<file path="config.mk">
export PLATFORM = sky130hd
export DESIGN_NAME = alloc_ctrl_beats_flat
export DESIGN_NICKNAME = d
export VERILOG_FILES = /design/src/common/beats_pkg.sv /design/src/common/beats_alloc_if.sv /design/src/alloc/alloc_ctrl_beats.sv /design/src/flat_wrapper.sv
export SDC_FILE = /design/constraint.sdc
export NUM_CORES = 1
export LEC_CHECK = 0
export BUFFER_PORTS_ARGS = -buffer_cell sky130_fd_sc_hd__buf_2
export CAP_MARGIN = 10
export CORE_ASPECT_RATIO = 0.8
export CORE_MARGIN = 5
export CORE_UTILIZATION = 50
export DETAILED_ROUTE_END_ITERATION = 6
export PLACE_DENSITY = 0.75
export SYNTH_ARGS = -nofsm -noshare
export SYNTH_HDL_FRONTEND = slang
export SYNTH_SLANG_ARGS = --single-unit
</file>
<file path="constraint.sdc">
create_clock -name axi_aclk -period 3.3 [get_ports axi_aclk]
set_clock_uncertainty 0.05 [all_clocks]
set_input_delay 0.495 -clock axi_aclk [delete_from_list [all_inputs] [get_ports axi_aclk]]
set_output_delay 0.495 -clock axi_aclk [all_outputs]
set_load 0.05 [all_outputs]
</file>
<file path="src/common/beats_pkg.sv">
package beats_pkg;

    // --------------------
    // Widths
    // --------------------

    // Burst length field, a burst carries len+1 beats
    localparam int LEN_WIDTH = 8;

    // Byte address on the command and AR ports
    localparam int ADDR_WIDTH = 32;

    // --------------------
    // Command opcodes
    // --------------------

    // READ fetches a burst into the beat buffer
    // FENCE waits for every earlier beat to drain
    typedef enum logic [0:0] {
        CMD_READ  = 1'b0,
        CMD_FENCE = 1'b1
    } cmd_op_e;

    // --------------------
    // Decoder FSM states
    // --------------------

    // IDLE        ready for the next command
    // WAIT_SPACE  asking the allocator for len+1 beats
    // ISSUE       AR presented, waiting for ar_ready
    // FENCE_WAIT  parked until nothing is reserved
    typedef enum logic [1:0] {
        IDLE       = 2'd0,
        WAIT_SPACE = 2'd1,
        ISSUE      = 2'd2,
        FENCE_WAIT = 2'd3
    } dec_state_e;

endpackage : beats_pkg

</file>
<file path="src/common/beats_alloc_if.sv">
interface beats_alloc_if #(
    parameter int DEPTH = 512
) ();

    // Space request from the decoder, held until granted
    logic                             alloc_req;
    logic [beats_pkg::LEN_WIDTH:0]    alloc_size;
    // Single cycle grant, only when the whole burst fits
    logic                             alloc_grant;
    // One pulse per beat leaving the buffer
    logic                             drain;
    // Allocator status
    logic [$clog2(DEPTH):0]           space_free;
    logic                             alloc_empty;

    // Decoder side
    modport dec (
        output alloc_req, alloc_size,
        input  alloc_grant, alloc_empty
    );

    // Allocation controller side
    modport alloc (
        input  alloc_req, alloc_size, drain,
        output alloc_grant, space_free, alloc_empty
    );

    // Beat buffer side, only releases space
    modport buffer (
        output drain
    );

endinterface : beats_alloc_if

</file>
<file path="src/alloc/alloc_ctrl_beats.sv">
module alloc_ctrl_beats #(
    parameter int DEPTH = 512
) (
    input  logic                    axi_aclk,
    input  logic                    rst_n,
    // Request, grant and drain traffic
    beats_alloc_if.alloc            alloc,
    // Status for the top level
    output logic [$clog2(DEPTH):0]  space_free
);

    // Pointer width, one extra bit so full and empty differ
    localparam int AW = $clog2(DEPTH);

    // --------------------
    // Virtual FIFO pointers
    // --------------------
    // wr_ptr moves by the granted burst size
    // rd_ptr moves by one per drained beat
    logic [AW:0] wr_ptr;
    logic [AW:0] rd_ptr;
    logic [AW:0] used;
    logic [AW:0] req_size;

    // Requested beats widened to pointer size
    assign req_size = (AW+1)'(alloc.alloc_size);

    // Occupancy, modulo arithmetic handles the wrap
    assign used = wr_ptr - rd_ptr;

    // --------------------
    // Status
    // --------------------
    // Registered pointers so space_free moves a cycle after grant or drain
    assign alloc.space_free  = (AW+1)'(DEPTH) - used;
    assign alloc.alloc_empty = (wr_ptr == rd_ptr);
    assign space_free        = alloc.space_free;

    // Whole burst must fit
    // a partial reservation would let the buffer overflow
    assign alloc.alloc_grant = alloc.alloc_req && (req_size <= alloc.space_free);

    // --------------------
    // Pointer update
    // --------------------
    // Grant and drain may land together
    always_ff @(posedge axi_aclk) begin
        if (!rst_n) begin
            wr_ptr <= '0;
        end else if (alloc.alloc_grant) begin
            wr_ptr <= wr_ptr + req_size;
        end
    end

    // Release one beat per drain pulse
    always_ff @(posedge axi_aclk) begin
        if (!rst_n) begin
            rd_ptr <= '0;
        end else if (alloc.drain) begin
            rd_ptr <= rd_ptr + 1'b1;
        end
    end

endmodule : alloc_ctrl_beats

</file>
<file path="src/flat_wrapper.sv">
// flat-port wrapper written by rule: the top's interface ports become plain ports
module alloc_ctrl_beats_flat 
#(
    parameter int DEPTH = 512
)
  (axi_aclk, rst_n, space_free, alloc_alloc_req, alloc_alloc_size, alloc_drain, alloc_alloc_grant, alloc_space_free, alloc_alloc_empty);
  beats_alloc_if #(.DEPTH(DEPTH)) alloc_i ();
  input  logic axi_aclk;
  input  logic rst_n;
  output logic [$clog2(DEPTH):0] space_free;
  input wire logic [$bits(alloc_i.alloc_req)-1:0] alloc_alloc_req;
  input wire logic [$bits(alloc_i.alloc_size)-1:0] alloc_alloc_size;
  input wire logic [$bits(alloc_i.drain)-1:0] alloc_drain;
  output wire logic [$bits(alloc_i.alloc_grant)-1:0] alloc_alloc_grant;
  output wire logic [$bits(alloc_i.space_free)-1:0] alloc_space_free;
  output wire logic [$bits(alloc_i.alloc_empty)-1:0] alloc_alloc_empty;
  assign alloc_i.alloc_req = alloc_alloc_req;
  assign alloc_i.alloc_size = alloc_alloc_size;
  assign alloc_i.drain = alloc_drain;
  assign alloc_alloc_grant = alloc_i.alloc_grant;
  assign alloc_space_free = alloc_i.space_free;
  assign alloc_alloc_empty = alloc_i.alloc_empty;
  alloc_ctrl_beats #(.DEPTH(DEPTH)) u_core (.axi_aclk(axi_aclk), .rst_n(rst_n), .alloc(alloc_i), .space_free(space_free));
endmodule
</file>
==> impl_metrics.json <==
{
  "post_drt_wl_per_cell_um": 14.8,
  "insertion_delay_ns": 0.27,
  "area_growth_pct": 43.6,
  "post-route-period-util": 1.18,
  "hold_end": "u_core.wr_ptr[8]",
  "worst_pin_slew_ns": 0.511,
  "die-area_um2": 5530,
  "io_buffers": 34,
  "cp.buffers_inverters": 4,
  "cts_tree": "built",
  "grt_util_all_layers": 0.213,
  "diodes": 0,
  "start_util": 0.529,
  "gr-total-overflow": 0,
  "yosysWarnings": 0,
  "max_clock_freq_ghz": 0.256,
  "synth_compound_area_frac": 0.176,
  "required_ns": 2.75,
  "clock-sinks": 20,
  "coreArea_um2": 3900,
  "ant_nets": 0,
  "synth_ff_type": "dfxtp_1",
  "drive_gt1_frac": 0.414,
  "ys_top_cells_by_area": "ha_1 (22%), dfxtp_1 (19%), xnor2_1 (5.9%)",
  "nets": 378,
  "ys_seq_elements": 20,
  "holdPathStages": 2,
  "violations": "negative setup slack",
  "hold_class": "register to register",
  "route.top_layer_used": "met4",
  "firstDrtPassIters": 4,
  "rrSetupSlack_ns": -0.25,
  "synth-xor-area-share": 0.0969,
  "worst-path-max-fanout": 3,
  "yosysTopAreaCell": "ha_1",
  "cts_buffer_depth": 2,
  "crit_slowest_cell": "dfxtp_2",
  "syn_area_um2": 2070,
  "syn_area_per_cell_um2": 8.47,
  "maxCapViolCount": 0,
  "globalplace.congestion": 0.907,
  "syn_nets": 295,
  "reg2regPathDepth": 20,
  "yosysTopAreaCellShare": 0.218,
  "first_global_vias": 1938,
  "max-slew-margin-rel": 0.659,
  "worstSetupPathType": "register to output port",
  "hpwl_mm": 4.28,
  "yosys.area_share.simple": 0.156,
  "vias": 1965,
  "end_kind": "output port",
  "antenna_found_initial": 0,
  "cts_made_buffers": 3,
  "synthDistinctLibCells": 43,
  "max_stage_delay_ns": 0.34,
  "synth_fa_ha_area_frac": 0.237,
  "cts_root_buffer": "clkbuf_8",
  "seq_area_frac_synth": 0.194,
  "dr_wl_met3_um": 163,
  "hold_viol": 0,
  "setup_violations": 10,
  "synth-edff-count": 0,
  "place_ws_ns": -0.567,
  "r2r_start": "u_core.wr_ptr[1]",
  "drt_iter0_drc": 73,
  "startpoint_type": "register",
  "period_needed_ns": 3.91,
  "cpLargestDelayFamily": "compound AO/OA/AOI/OAI gates",
  "worstPathArrival_ns": 3.36,
  "rsz0062_at_grt": "yes",
  "final_cell_mix": "buf_4 (56), buf_2 (29), ha_1 (28), nand2_1 (26), inv_1 (22)",
  "ioPinCount": 35,
  "die_x_um": 81.9,
  "die_y_um": 67.5,
  "syn_inst": 244,
  "grt_pass1_wl_mm": 8.98,
  "min_from": "u_core.wr_ptr[8]",
  "drc": 0,
  "grt_start_max_net_pins": 30,
  "clk_pin_slew_ns": 0.08,
  "wl_mm": 5.64,
  "vias_per_cell": 5.16,
  "cp_cell_sequence": "inv_2 -> ha_4 -> ha_4 -> inv_2 -> fa_2 -> nor2b_2 -> o31a_1 -> o21ai_1 -> nand2b_1 -> xnor2_2 -> ha_1 -> nand4_1 -> nor2_2 -> a221oi_4 -> o31ai_4 -> o21ai_4 -> inv_4 -> buf_8",
  "wl_met2_mm": 2.63,
  "synthArstFlopShare": 0,
  "status": "finished, violations left",
  "synth_top_family_by_area": "adder cells",
  "final_common_cell": "buf_4",
  "fin_ws_ns": -0.610,
  "drv_slew": 0,
  "rows": 20,
  "cts.htree.levels": 1,
  "final.fill_count": 265,
  "r2r-end": "u_core.wr_ptr[1]",
  "synth.area.mux_share": 0.0484,
  "routedLengthMet1_mm": 2.69
}
-- final cells by class --
| class | count | area, um^2 | area share |
|---|---|---|---|
| clock inverter | 1 | 30.0 | 0.0101 |
| sequential | 20 | 409 | 0.138 |
| timing repair buffer | 91 | 637 | 0.215 |
| tap | 55 | 68.8 | 0.0232 |
| multi-input combinational | 184 | 1680 | 0.565 |
| clock buffer | 3 | 41.3 | 0.0139 |
| inverter | 27 | 104 | 0.0350 |
-- cell families after synthesis --
| family | after synthesis |
|---|---|
| and+or+nand+nor | 66 |
| AOI/OAI and AO/OA | 48 |
| buffers and inverters | 40 |
| adders and majority gates | 38 |
| xor gates and xnor gates | 22 |
| DFF | 20 |
| muxes | 10 |
-- how the worst max path moves through the flow --
stage / cells past startpoint / start / slack, ns / endpoint
2_1_floorplan: 17 / u_core.wr_ptr[1] / -0.37 / alloc_alloc_grant
3_3_place_gp: 17 / u_core.wr_ptr[2] / -0.51 / alloc_alloc_grant
3_5_place_dp: 17 / u_core.wr_ptr[2] / -0.57 / alloc_alloc_grant
4_1_cts: 17 / u_core.wr_ptr[2] / -0.53 / alloc_alloc_grant
5_1_grt: 18 / u_core.wr_ptr[1] / -0.76 / alloc_alloc_grant
6_report: 18 / u_core.wr_ptr[1] / -0.61 / alloc_alloc_grant
-- sequential cells by signal, indices dropped and copies added (netlist names) --
| register | count |
|---|---|
| u_core.rd_ptr | 10 |
| u_core.wr_ptr | 10 |
-- per-layer routing --
layer / up-vias / track usage
li1: 1004 / -
met4: 0 / 0.0664
met5: - / 0
met3: 15 / 0.0187
met1: 909 / 0.293
met2: 37 / 0.352
-- cells in the mapped netlist, drive strengths merged (2+ instances only) --
master,count
xor2,8
o21a,3
nand2b,2
xnor2,14
nand4,7
nor2,8
a21o,4
clkbuf,3
nor2b,5
o21ai,12
fa,2
a211oi,2
ha,36
inv,27
mux2i,10
buf,10
or3,4
o211ai,4
and2,8
nand3,2
o31a,2
nand2,26
dfxtp,20
a21boi,2
nor3,2
a21oi,8
-- worst min-delay path: stages, from the launching register on --
cell,delay (ns)
dfxtp_1,0.33
nand2_1,0.06
mux2i_1,0.06
-- per-stage QoR --
step,utilization,cell area [um^2],hold slack (ns),setup TNS [ns],instances
6_report,0.760,2970,0.443,-1.70,381
5_1_grt,0.760,2970,0.470,-3.59,381
4_1_cts,0.740,2890,0.443,-0.965,378
3_5_place_dp,0.678,2650,0.432,-3.44,365
3_3_place_gp,0.678,2650,0.416,-2.71,365
2_1_floorplan,-,2150,0.405,-0.967,244
-- repair_timing --
| action | in CTS | in global routing |
|---|---|---|
| setup buffers | 11 | 3 |
| hold buffers | 0 | 0 |
| resized for setup | 21 | 14 |
| pin swaps | 20 | 1 |
| endpoints found under the hold margin | 0 | 0 |
| setup endpoints to repair | 13 | 15 |
Power is not shown: default switching activity piles up to over one toggle a cycle in this logic, so the estimate is an artifact.
