**src/common/beats_pkg.sv**
```systemverilog
package beats_pkg;

    // --------------------
    // Widths
    // --------------------

    // Burst length field, a burst carries len+1 beats
    localparam int LEN_WIDTH = 8;

    // Byte address on the command and AR ports
    localparam int ADDR_WIDTH = 32;

    // --------------------
    // Command opcodes
    // --------------------

    // READ fetches a burst into the beat buffer
    // FENCE waits for every earlier beat to drain
    typedef enum logic [0:0] {
        CMD_READ  = 1'b0,
        CMD_FENCE = 1'b1
    } cmd_op_e;

    // --------------------
    // Decoder FSM states
    // --------------------

    // IDLE        ready for the next command
    // WAIT_SPACE  asking the allocator for len+1 beats
    // ISSUE       AR presented, waiting for ar_ready
    // FENCE_WAIT  parked until nothing is reserved
    typedef enum logic [1:0] {
        IDLE       = 2'd0,
        WAIT_SPACE = 2'd1,
        ISSUE      = 2'd2,
        FENCE_WAIT = 2'd3
    } dec_state_e;

endpackage : beats_pkg

```
**src/common/beats_alloc_if.sv**
```systemverilog
interface beats_alloc_if #(
    parameter int DEPTH = 512
) ();

    // Space request from the decoder, held until granted
    logic                             alloc_req;
    logic [beats_pkg::LEN_WIDTH:0]    alloc_size;
    // Single cycle grant, only when the whole burst fits
    logic                             alloc_grant;
    // One pulse per beat leaving the buffer
    logic                             drain;
    // Allocator status
    logic [$clog2(DEPTH):0]           space_free;
    logic                             alloc_empty;

    // Decoder side
    modport dec (
        output alloc_req, alloc_size,
        input  alloc_grant, alloc_empty
    );

    // Allocation controller side
    modport alloc (
        input  alloc_req, alloc_size, drain,
        output alloc_grant, space_free, alloc_empty
    );

    // Beat buffer side, only releases space
    modport buffer (
        output drain
    );

endinterface : beats_alloc_if

```
**src/verilog/beats_cmd_decode.sv**
```systemverilog
module beats_cmd_decode (
    input  logic                                axi_aclk,
    input  logic                                rst_n,
    // Command input
    input  logic                                cmd_valid,
    output logic                                cmd_ready,
    input  beats_pkg::cmd_op_e                  cmd_op,
    input  logic [beats_pkg::ADDR_WIDTH-1:0]    cmd_addr,
    input  logic [beats_pkg::LEN_WIDTH-1:0]     cmd_len,
    // AR output
    output logic                                ar_valid,
    input  logic                                ar_ready,
    output logic [beats_pkg::ADDR_WIDTH-1:0]    ar_addr,
    output logic [beats_pkg::LEN_WIDTH-1:0]     ar_len,
    // Space reservation
    beats_alloc_if.dec                          alloc
);

    // --------------------
    // State and command latch
    // --------------------
    beats_pkg::dec_state_e                state;
    beats_pkg::dec_state_e                state_next;
    logic [beats_pkg::ADDR_WIDTH-1:0]     addr_q;
    logic [beats_pkg::LEN_WIDTH-1:0]      len_q;
    logic                                 cmd_fire;

    // Only accept in IDLE, one command in flight at a time
    assign cmd_ready = (state == beats_pkg::IDLE);
    assign cmd_fire  = cmd_valid && cmd_ready;

    // --------------------
    // Next state
    // --------------------
    always_comb begin
        state_next = state;
        case (state)
            beats_pkg::IDLE: begin
                if (cmd_fire) begin
                    if (cmd_op == beats_pkg::CMD_FENCE) begin
                        state_next = beats_pkg::FENCE_WAIT;
                    end else begin
                        state_next = beats_pkg::WAIT_SPACE;
                    end
                end
            end
            // Hold the request until the whole burst fits
            beats_pkg::WAIT_SPACE: begin
                if (alloc.alloc_grant) begin
                    state_next = beats_pkg::ISSUE;
                end
            end
            beats_pkg::ISSUE: begin
                if (ar_ready) begin
                    state_next = beats_pkg::IDLE;
                end
            end
            // Every reserved beat has left the buffer
            beats_pkg::FENCE_WAIT: begin
                if (alloc.alloc_empty) begin
                    state_next = beats_pkg::IDLE;
                end
            end
            default: state_next = beats_pkg::IDLE;
        endcase
    end

    always_ff @(posedge axi_aclk) begin
        if (!rst_n) begin
            state <= beats_pkg::IDLE;
        end else begin
            state <= state_next;
        end
    end

    // Payload captured on command acceptance
    always_ff @(posedge axi_aclk) begin
        if (cmd_fire) begin
            addr_q <= cmd_addr;
            len_q  <= cmd_len;
        end
    end

    // --------------------
    // Outputs
    // --------------------
    // Request len+1 beats, one bit wider to hold 256
    assign alloc.alloc_req  = (state == beats_pkg::WAIT_SPACE);
    assign alloc.alloc_size = (beats_pkg::LEN_WIDTH+1)'(len_q) + 1'b1;

    // AR held stable from grant until accepted
    assign ar_valid = (state == beats_pkg::ISSUE);
    assign ar_addr  = addr_q;
    assign ar_len   = len_q;

endmodule : beats_cmd_decode

```
**src/flat_wrapper.sv**
```systemverilog
// flat-port wrapper written by rule: the top's interface ports become plain ports
module beats_cmd_decode_flat 
  (axi_aclk, rst_n, cmd_valid, cmd_ready, cmd_op, cmd_addr, cmd_len, ar_valid, ar_ready, ar_addr, ar_len, alloc_alloc_req, alloc_alloc_size, alloc_alloc_grant, alloc_alloc_empty);
  beats_alloc_if alloc_i ();
  input  logic axi_aclk;
  input  logic rst_n;
  input  logic cmd_valid;
  output logic cmd_ready;
  input  beats_pkg::cmd_op_e cmd_op;
  input  logic [beats_pkg::ADDR_WIDTH-1:0] cmd_addr;
  input  logic [beats_pkg::LEN_WIDTH-1:0] cmd_len;
  output logic ar_valid;
  input  logic ar_ready;
  output logic [beats_pkg::ADDR_WIDTH-1:0] ar_addr;
  output logic [beats_pkg::LEN_WIDTH-1:0] ar_len;
  output wire logic [$bits(alloc_i.alloc_req)-1:0] alloc_alloc_req;
  output wire logic [$bits(alloc_i.alloc_size)-1:0] alloc_alloc_size;
  input wire logic [$bits(alloc_i.alloc_grant)-1:0] alloc_alloc_grant;
  input wire logic [$bits(alloc_i.alloc_empty)-1:0] alloc_alloc_empty;
  assign alloc_alloc_req = alloc_i.alloc_req;
  assign alloc_alloc_size = alloc_i.alloc_size;
  assign alloc_i.alloc_grant = alloc_alloc_grant;
  assign alloc_i.alloc_empty = alloc_alloc_empty;
  beats_cmd_decode u_core (.axi_aclk(axi_aclk), .rst_n(rst_n), .cmd_valid(cmd_valid), .cmd_ready(cmd_ready), .cmd_op(cmd_op), .cmd_addr(cmd_addr), .cmd_len(cmd_len), .ar_valid(ar_valid), .ar_ready(ar_ready), .ar_addr(ar_addr), .ar_len(ar_len), .alloc(alloc_i));
endmodule
```
**config.mk**
```make
export PLATFORM = sky130hd
export DESIGN_NAME = beats_cmd_decode_flat
export DESIGN_NICKNAME = d
export VERILOG_FILES = /design/src/common/beats_pkg.sv /design/src/common/beats_alloc_if.sv /design/src/verilog/beats_cmd_decode.sv /design/src/flat_wrapper.sv
export SDC_FILE = /design/constraint.sdc
export NUM_CORES = 1
export LEC_CHECK = 0
export ABC_AREA = 1
export BUFFER_PORTS_ARGS = -buffer_cell sky130_fd_sc_hd__buf_4
export CAP_MARGIN = 10
export CELL_PAD_IN_SITES_DETAIL_PLACEMENT = 1
export CELL_PAD_IN_SITES_GLOBAL_PLACEMENT = 2
export CORE_MARGIN = 3
export CORE_UTILIZATION = 25
export CTS_CLUSTER_DIAMETER = 40
export CTS_CLUSTER_SIZE = 25
export DETAILED_ROUTE_END_ITERATION = 6
export PLACE_DENSITY_LB_ADDON = 0.1
export SYNTH_ARGS = -nofsm -noshare
export SYNTH_HDL_FRONTEND = slang
export SYNTH_SLANG_ARGS = --single-unit
```
**constraint.sdc**
```tcl
create_clock -name axi_aclk -period 2.15 [get_ports axi_aclk]
set_input_delay 0.215 -clock axi_aclk [delete_from_list [all_inputs] [get_ports axi_aclk]]
set_output_delay 0.215 -clock axi_aclk [all_outputs]
set_load 0.05 [all_outputs]
```
==> impl_metrics.py, run 1 <==
metrics = {
    "outcome": {
        "outcome": "completed",
    },
    "drt": {
        "dr_total_vias": 1063,
        "drc": 0,
        "drtAntennaViolNets": 0,
        "routedWlPerCell_um": 14.0,
        "wirelength_um": 3710,
        "drt-initial-drc-count": 39,
        "vias_per_cell": 4.03,
        "drtPass1Iterations": 4,
    },
    "floorplan": {
        "rows": 27,
        "core_area_mm2": 0.00557,
        "die-area_mm2": 0.00682,
        "pin_count": 99,
        "dieHeight_um": 82.6,
        "dieWidth_um": 82.6,
        "start_util": 0.263,
    },
    "synth": {
        "ys_warn_count": 0,
        "syn_nets": 133,
        "netlist_area_mm2": 0.00147,
        "netlist_instances": 85,
        "seq_area_frac_synth": 0.847,
        "avgSynthCellArea_um2": 17.2,
        "yosys.cell_types.count": 15,
        "synth_seq_cells": 42,
    },
    "clock_tree": {
        "clkSinkCount": 42,
        "cts_hold_buf": 0,
        "cts_tree": "done",
        "htree_levels": 2,
        "numCtsBuffers": 5,
        "cts-root-buf": "clkbuf_8",
        "clock_latency_ps": 280,
        "clockBufferDepth": 2,
        "clk_pin_slew_ps": 80,
        "post_cts_resized": 0,
        "postCtsSetupBuffers": 0,
    },
    "hold_path": {
        "hold_end": "u_core.ar_addr[28]",
        "whs_path_depth": 1,
        "worstHoldPathType": "input port to flop",
        "hp-start": "cmd_addr[28]",
    },
    "worst_setup_path": {
        "startpoint_type": "flop",
        "arrival_ps": 1570,
        "crit_fanout": 4,
        "path_class": "flop to output port",
        "reg2reg_depth": 4,
        "timing.rr.end": "u_core.ar_addr[26]",
        "rr_startpoint": "u_core.state[1]",
        "crit_path_end_kind": "output port",
        "required_ps": 1930,
        "rrSetupSlack_ps": 610,
    },
    "sta": {
        "rsz0062_at_grt": "no",
        "holdWs_ps": 102,
        "finalSetupViolCount": 0,
        "hold_viol": 0,
        "skew_ps": 5.98,
        "worst_slew_pin_slew_ps": 369,
        "period_share": 0.831,
        "slew_violations": 0,
        "max_freq_ghz": 0.560,
        "tns_ps": 0,
        "fin_crit_ps": 1790,
        "relSlewSlack": 0.754,
    },
    "placement": {
        "place.gp.congestion": 0.763,
        "io_buffer_count": 98,
    },
    "grt": {
        "grt_first_pass_wirelength_um": 5400,
        "grt_overflow": 0,
        "antenna_found_initial": 0,
        "grt_use_total": 0.110,
        "grt_pass1_vias": 1132,
        "grt_max_degree": 26,
    },
    "final_layout": {
        "final_cell_mix": "98 x buf_4, 40 x edfxtp_1, 9 x inv_1, 8 x nor2_1, 8 x nand2_1",
        "area_delta_synth_final_pct": 65.5,
        "drive_gt1_frac": 0.573,
        "fillers": 606,
        "diodes": 0,
        "mostFrequentLayoutCell": "buf_4",
        "nNetsFinal": 239,
    },
    "power_and_ir_drop": {
        "vdd_drop_max_mv": 0.499,
        "seq_power_share": 0.433,
        "cellPowerDensity_mw_per_mm2": 1010,
        "switchingPower_mw": 0.852,
        "power_leakage_nw": 1.06,
        "p_sw_frac": 0.348,
        "clkPwrFrac": 0.243,
        "p_int_mw": 1.60,
        "pwr-share-comb": 0.324,
    },
    "run": {
        "cap_violations": 0,
    },
}
worst max-delay path by stage:
stage / startpoint / end / slack [ps]
after global placement: u_core.state[1] / u_core.ar_addr[23] / 650
after detailed placement: u_core.state[1] / u_core.ar_addr[13] / 570
after global routing: u_core.ar_len[0] / alloc_alloc_size[8] / 170
after CTS: u_core.ar_len[0] / alloc_alloc_size[6] / 320
after floorplan: u_core.ar_len[0] / alloc_alloc_size[6] / -50
final: u_core.ar_len[0] / alloc_alloc_size[6] / 360
cell usage after synthesis (all sizes together):
master / n / area, um^2
inv: 10 / 37.5
dfxtp: 2 / 40.0
nand2: 9 / 36.3
nand4: 1 / 6.26
edfxtp: 40 / 1200
xnor2: 2 / 17.5
ha: 1 / 12.5
nand3: 5 / 30.0
a21boi: 1 / 7.51
xor2: 4 / 35.0
o21ai: 1 / 5.00
nor2: 9 / 36.3
stage by stage:
| stage | total power, mW | std cells | utilization | setup WS, ps | cell area, um^2 |
|---|---|---|---|---|---|
| 5_1_grt | 2.58 | 264 | 0.435 | 166 | 2420 |
| 2_1_floorplan | 1.59 | 85 | - | -51.7 | 1470 |
| 4_1_cts | 2.49 | 264 | 0.435 | 316 | 2420 |
| 6_report | 2.45 | 264 | 0.435 | 363 | 2420 |
| 3_3_place_gp | 1.87 | 256 | 0.415 | 647 | 2310 |
| 3_5_place_dp | 1.89 | 256 | 0.415 | 573 | 2310 |
sequential cells by signal, indices dropped and copies added (netlist names):
signal / cells
u_core.ar_addr: 32
u_core.ar_len: 8
u_core.state: 2
cells by family after synthesis:
logic type      share of synthesized area
fa+ha+maj                         0.00854
xor+xnor                           0.0359
compound gates                    0.00854
flops                               0.847
buf+inv                            0.0256
simple gates                       0.0743
power groups by stage:
stage	Combinational, mW	Sequential (mW)	Clock, mW
2_1_floorplan	0.232	1.36	0
3_3_place_gp	0.797	1.07	0
3_5_place_dp	0.804	1.08	0
4_1_cts	0.805	1.06	0.627
5_1_grt	0.836	1.07	0.668
6_report	0.795	1.06	0.595
final cells by class:
class / count / area (um^2) / area share
inverters: 10 / 41.3 / 0.0170
repair buffers: 99 / 756 / 0.312
multi-input cells: 33 / 186 / 0.0769
clock buffers: 6 / 72.6 / 0.0299
well taps: 72 / 90.1 / 0.0372
flip-flops and latches: 42 / 1240 / 0.512
clock inverters: 2 / 37.5 / 0.0155
worst max-delay path, stage by stage (launching register included):
cell	delay, ps
edfxtp_1	400
ha_1	200
nand3_1	130
nor2_1	180
xor2_1	160
buf_4	210
per-layer routing:
| metal | part of all wire | track usage | up-vias |
|---|---|---|---|
| li1 | - | - | 507 |
| met1 | 0.35 | 0.122 | 506 |
| met2 | 0.55 | 0.189 | 48 |
| met3 | 0.090 | 0.0445 | 2 |
| met4 | 0.0062 | 0.0392 | 0 |
| met5 | 0 | 0 | - |
No activity file was read; power rests on OpenSTA's default activity.
==> run 2: changes to the inputs <==
clock period = 1.7 ns   (was 2.15 ns; I/O delays follow)
==> impl_metrics.py, run 2 (synthesized netlist as in run 1, its figures left out) <==
metrics = {
    "power_and_ir_drop": {
        "vdd_drop_max_mv": 0.621,
        "seq_power_share": 0.420,
        "p_int_mw": 2.07,
        "power_leakage_nw": 1.12,
        "clkPwrFrac": 0.239,
        "cellPowerDensity_mw_per_mm2": 1210,
        "switchingPower_mw": 1.13,
        "pwr-share-comb": 0.341,
        "p_sw_frac": 0.352,
        "total_power_mw": 3.20,
    },
    "worst_setup_path": {
        "crit_buf_inv": 1,
        "crit_fanout": 3,
        "required_ps": 1530,
        "crit_path_max_incr_delay_ps": 440,
        "cp_top_family": "flip-flops",
        "path_cells": "ha_4, nand3_4, nor2_4, xor2_4, buf_6",
        "crit_path_end_kind": "output port",
        "startpoint_type": "flop",
        "critPathSlowestCell": "edfxtp_1",
        "path_class": "flop to output port",
        "arrival_ps": 1480,
    },
    "drt": {
        "drt-initial-drc-count": 28,
        "wirelength_um": 3760,
        "drtPass1Iterations": 2,
        "drc": 0,
        "drtAntennaViolNets": 0,
        "dr_total_vias": 1077,
        "vias_per_cell": 3.97,
        "routedWlPerCell_um": 13.9,
    },
    "grt": {
        "grt_overflow": 0,
        "antenna_found_initial": 0,
        "grt_max_degree": 28,
        "grt_use_total": 0.108,
        "grt_pass1_vias": 1107,
        "grt_first_pass_wirelength_um": 5310,
    },
    "placement": {
        "dp_cells": 260,
        "io_buffer_count": 98,
        "dpl.hpwl_um": 3050,
        "place.gp.congestion": 0.758,
    },
    "clock_tree": {
        "cts_tree": "done",
        "numCtsBuffers": 5,
        "clkSinkCount": 42,
        "clock_latency_ps": 290,
        "clk_pin_slew_ps": 80,
        "cts-root-buf": "clkbuf_8",
        "cts_hold_buf": 0,
        "htree_levels": 2,
        "clockBufferDepth": 2,
    },
    "floorplan": {
        "pin_count": 99,
        "core_area_mm2": 0.00557,
        "die-area_mm2": 0.00682,
        "dieHeight_um": 82.6,
        "rows": 27,
        "dieWidth_um": 82.6,
        "start_util": 0.263,
    },
    "final_layout": {
        "fillers": 593,
        "mostFrequentLayoutCell": "buf_4",
        "stdcell_count": 271,
        "final_cell_mix": "101 x buf_4, 40 x edfxtp_1, 9 x inv_1, 7 x nand2_1",
        "area.sequential_mm2": 0.00124,
        "diodes": 0,
        "multi_input_area_um2": 329,
        "largest_reg_flops": 32,
        "nNetsFinal": 246,
        "area_delta_synth_final_pct": 79.8,
        "utilization": 0.473,
        "drive_gt1_frac": 0.653,
    },
    "sta": {
        "max_freq_ghz": 0.605,
        "hold_viol": 0,
        "slew_violations": 0,
        "period_share": 0.972,
        "skew_ps": 8.10,
        "relSlewSlack": 0.804,
        "holdWs_ps": 53.1,
        "rsz0062_at_grt": "yes",
        "worst_slew_pin_slew_ps": 293,
        "finalSetupViolCount": 0,
        "fin_crit_ps": 1650,
    },
    "outcome": {
        "outcome": "completed",
    },
    "run": {
        "cap_violations": 0,
    },
    "hold_path": {
        "worstHoldPathType": "input port to flop",
    },
}
==> run 2: cell count changes in the layout (fill, tap and decap cells not counted), moves of 3 or more <==
| cell | change |
|---|---|
| buf_6 | +4 |
| buf_4 | +3 |
| nor2_1 | -3 |
| nand3_1 | -3 |
| xor2_1 | -3 |
| nor2_4 | +3 |
==> run 2: metrics by stage <==
stage	cell area [um^2]	worst slack, ps	setup TNS (ps)
finish	2640	47.3	0
global route	2640	-52.9	-166
CTS	2610	-35.5	-83.4
detailed placement	2470	186	0
global placement	2470	234	0
floorplan	1600	-155	-569
==> run 2: worst register-to-register path, delay by kind of cell (launching register included) <==
family / cells / cell delay [ps]
and+or+nand+nor: 2 / 280
buffers and inverters: 2 / 330
DFF: 1 / 390
==> run 2: power groups by stage <==
stage               sequential [mW]  combinational [mW]  clock (mW)
floorplan                      1.74               0.338           0
finish                         1.35                1.09       0.764
detailed placement             1.37                1.09           0
global placement               1.36                1.07           0
CTS                            1.35                1.10       0.796
global route                   1.36                1.15       0.839
==> run 2: area by class of cell <==
type	count	area share
Clock buffer	6	0.0275
Clock inverter	2	0.0142
Inverter	10	0.0157
Multi-Input combinational cell	33	0.125
Sequential cell	42	0.471
Tap cell	72	0.0342
Timing Repair Buffer	106	0.312
==> run 2: timing repair <==
item / in CTS / in global routing
resized for setup: 4 / 3
hold endpoints to repair: 0 / 0
pin swaps: 1 / 4
setup endpoints to repair: 4 / 4
buffers inserted: 1 / 2
==> run 2: path summary, 6_finish.rpt <==
kind                                       start             endpoint  slack, ps  cells past startpoint
worst max-delay path            u_core.ar_len[0]  alloc_alloc_size[6]         50                      5
worst min-delay path                  cmd_len[7]     u_core.ar_len[7]         50                      1
worst max register to register   u_core.state[1]     u_core.ar_len[5]        400                      4
worst min register to register   u_core.state[0]      u_core.state[0]        620                      2
==> run 2: layer usage <==
metal,GRT usage,routed length [um],vias up
li1,-,-,521
met1,0.107,1220,509
met2,0.200,2210,45
met3,0.0456,308,2
met4,0.0392,24,0
met5,0,0,-
==> run 3: changes to the inputs <==
PLACE_DENSITY = 0.78   (was not set)
PLACE_DENSITY_LB_ADDON = not set   (was 0.1)
==> impl_metrics.py, run 3 (synthesized netlist as in run 1, its figures left out) <==
metrics = {
    "outcome": {
        "outcome": "completed",
    },
    "worst_setup_path": {
        "worstSetupStartpoint": "u_core.ar_len[1]",
        "crit_fanout": 3,
        "reg2reg_depth": 4,
        "critPathSlowestCell": "edfxtp_1",
        "rr_startpoint": "u_core.state[1]",
        "timing.rr.end": "u_core.ar_addr[6]",
        "crit_path_max_incr_delay_ps": 440,
        "required_ps": 1530,
        "crit_cells": 5,
        "path_cells": "ha_4, nand3_4, nor2_4, xor2_4, buf_6",
        "arrival_ps": 1520,
        "cp_top_family": "flip-flops",
        "crit_buf_inv": 1,
        "path_class": "flop to output port",
        "endpoint": "alloc_alloc_size[6]",
        "rrSetupSlack_ps": 280,
        "crit_path_end_kind": "output port",
        "startpoint_type": "flop",
    },
    "clock_tree": {
        "clk_pin_slew_ps": 80,
        "numCtsBuffers": 5,
        "clkSinkCount": 42,
        "cts_tree": "done",
        "cts_hold_buf": 0,
        "cts-root-buf": "clkbuf_8",
        "clock_latency_ps": 290,
        "htree_levels": 2,
        "clockBufferDepth": 2,
    },
    "sta": {
        "rsz0062_at_grt": "yes",
        "hold_viol": 0,
        "finalSetupViolCount": 0,
        "worst_slew_pin_slew_ps": 297,
        "holdWs_ps": 55.0,
        "relSlewSlack": 0.802,
        "slew_violations": 0,
        "max_freq_ghz": 0.593,
        "period_share": 0.991,
        "fin_crit_ps": 1690,
        "tns_ps": 0,
        "skew_ps": 4.00,
    },
    "drt": {
        "wirelength_um": 3920,
        "dr_total_vias": 1102,
        "drc": 0,
        "drt-initial-drc-count": 59,
        "drtAntennaViolNets": 0,
        "routedWlPerCell_um": 14.4,
        "drtPass1Iterations": 3,
        "vias_per_cell": 4.05,
    },
    "grt": {
        "grt_max_degree": 34,
        "antenna_found_initial": 0,
        "grt_first_pass_wirelength_um": 5550,
        "grt_use_total": 0.113,
        "grt_pass1_vias": 1118,
        "grt_overflow": 0,
    },
    "final_layout": {
        "nNetsFinal": 247,
        "mostFrequentLayoutCell": "buf_4",
        "drive_gt1_frac": 0.655,
        "stdcell_count": 272,
        "area_delta_synth_final_pct": 79.2,
        "final_cell_mix": "102 x buf_4, 40 x edfxtp_1, 9 x inv_1, 6 x nand2_1",
        "largest_reg_flops": 32,
        "diodes": 0,
        "utilization": 0.471,
        "fillers": 586,
    },
    "power_and_ir_drop": {
        "total_power_mw": 3.05,
        "power_leakage_nw": 1.12,
        "cellPowerDensity_mw_per_mm2": 1160,
        "vdd_drop_max_mv": 0.453,
    },
    "placement": {
        "io_buffer_count": 98,
        "dp_cells": 259,
        "dpl.hpwl_um": 3070,
        "place.gp.congestion": 0.666,
    },
    "floorplan": {
        "rows": 27,
        "dieHeight_um": 82.6,
        "die-area_mm2": 0.00682,
        "core_area_mm2": 0.00557,
        "pin_count": 99,
        "dieWidth_um": 82.6,
        "start_util": 0.263,
    },
    "run": {
        "cap_violations": 0,
    },
    "hold_path": {
        "worstHoldPathType": "input port to flop",
    },
}
[run 3: cell types whose count changed in the layout (fill, tap and decap cells not counted), sizes merged]
cell and change:
clkinv +2, clkinvlp -1, buf +1, bufinv -1
[run 3: timing repair]
| item | 4_1_cts | 5_1_grt |
|---|---|---|
| setup endpoints to repair | 4 | 4 |
| resized for setup | 5 | 5 |
| pin swaps | 4 | 2 |
| buffers inserted | 3 | 2 |
[run 3: how the worst min path moves through the flow]
stage,from,to,cells past startpoint
finish,cmd_addr[16],u_core.ar_addr[16],1
global route,cmd_len[4],u_core.ar_len[4],1
CTS,cmd_addr[26],u_core.ar_addr[26],1
detailed placement,cmd_addr[27],u_core.ar_addr[27],1
global placement,cmd_addr[8],u_core.ar_addr[8],1
floorplan,cmd_addr[0],u_core.ar_addr[0],0
[run 3: final cells by class]
type                    instances  area (um^2)  share of cell area
flip-flops and latches         42         1240               0.473
inverters                      10         41.3              0.0157
clock inverters                 2         8.76             0.00334
repair buffers                107          835               0.318
clock buffers                   6         72.6              0.0276
multi-input cells              33          337               0.128
well taps                      72         90.1              0.0343
[run 3: stage by stage]
step,worst slack (ps),area [um^2]
2_1_floorplan,-155,1600
3_5_place_dp,201,2470
6_report,14.9,2630
5_1_grt,-68.2,2630
4_1_cts,-17.8,2590
3_3_place_gp,231,2470
[run 3: metal layers]
| layer | share of wire | GRT usage | vias up |
|---|---|---|---|
| met5 | 0 | 0 | - |
| li1 | - | - | 521 |
| met4 | 0.0084 | 0.0294 | 0 |
| met2 | 0.49 | 0.192 | 73 |
| met1 | 0.38 | 0.130 | 504 |
| met3 | 0.12 | 0.0488 | 4 |
[run 3: power breakdown]
group          switching [mW]  internal (mW)
Clock                   0.325          0.283
Combinational           0.743          0.355
Sequential             0.0645           1.28
Total                    1.13           1.92
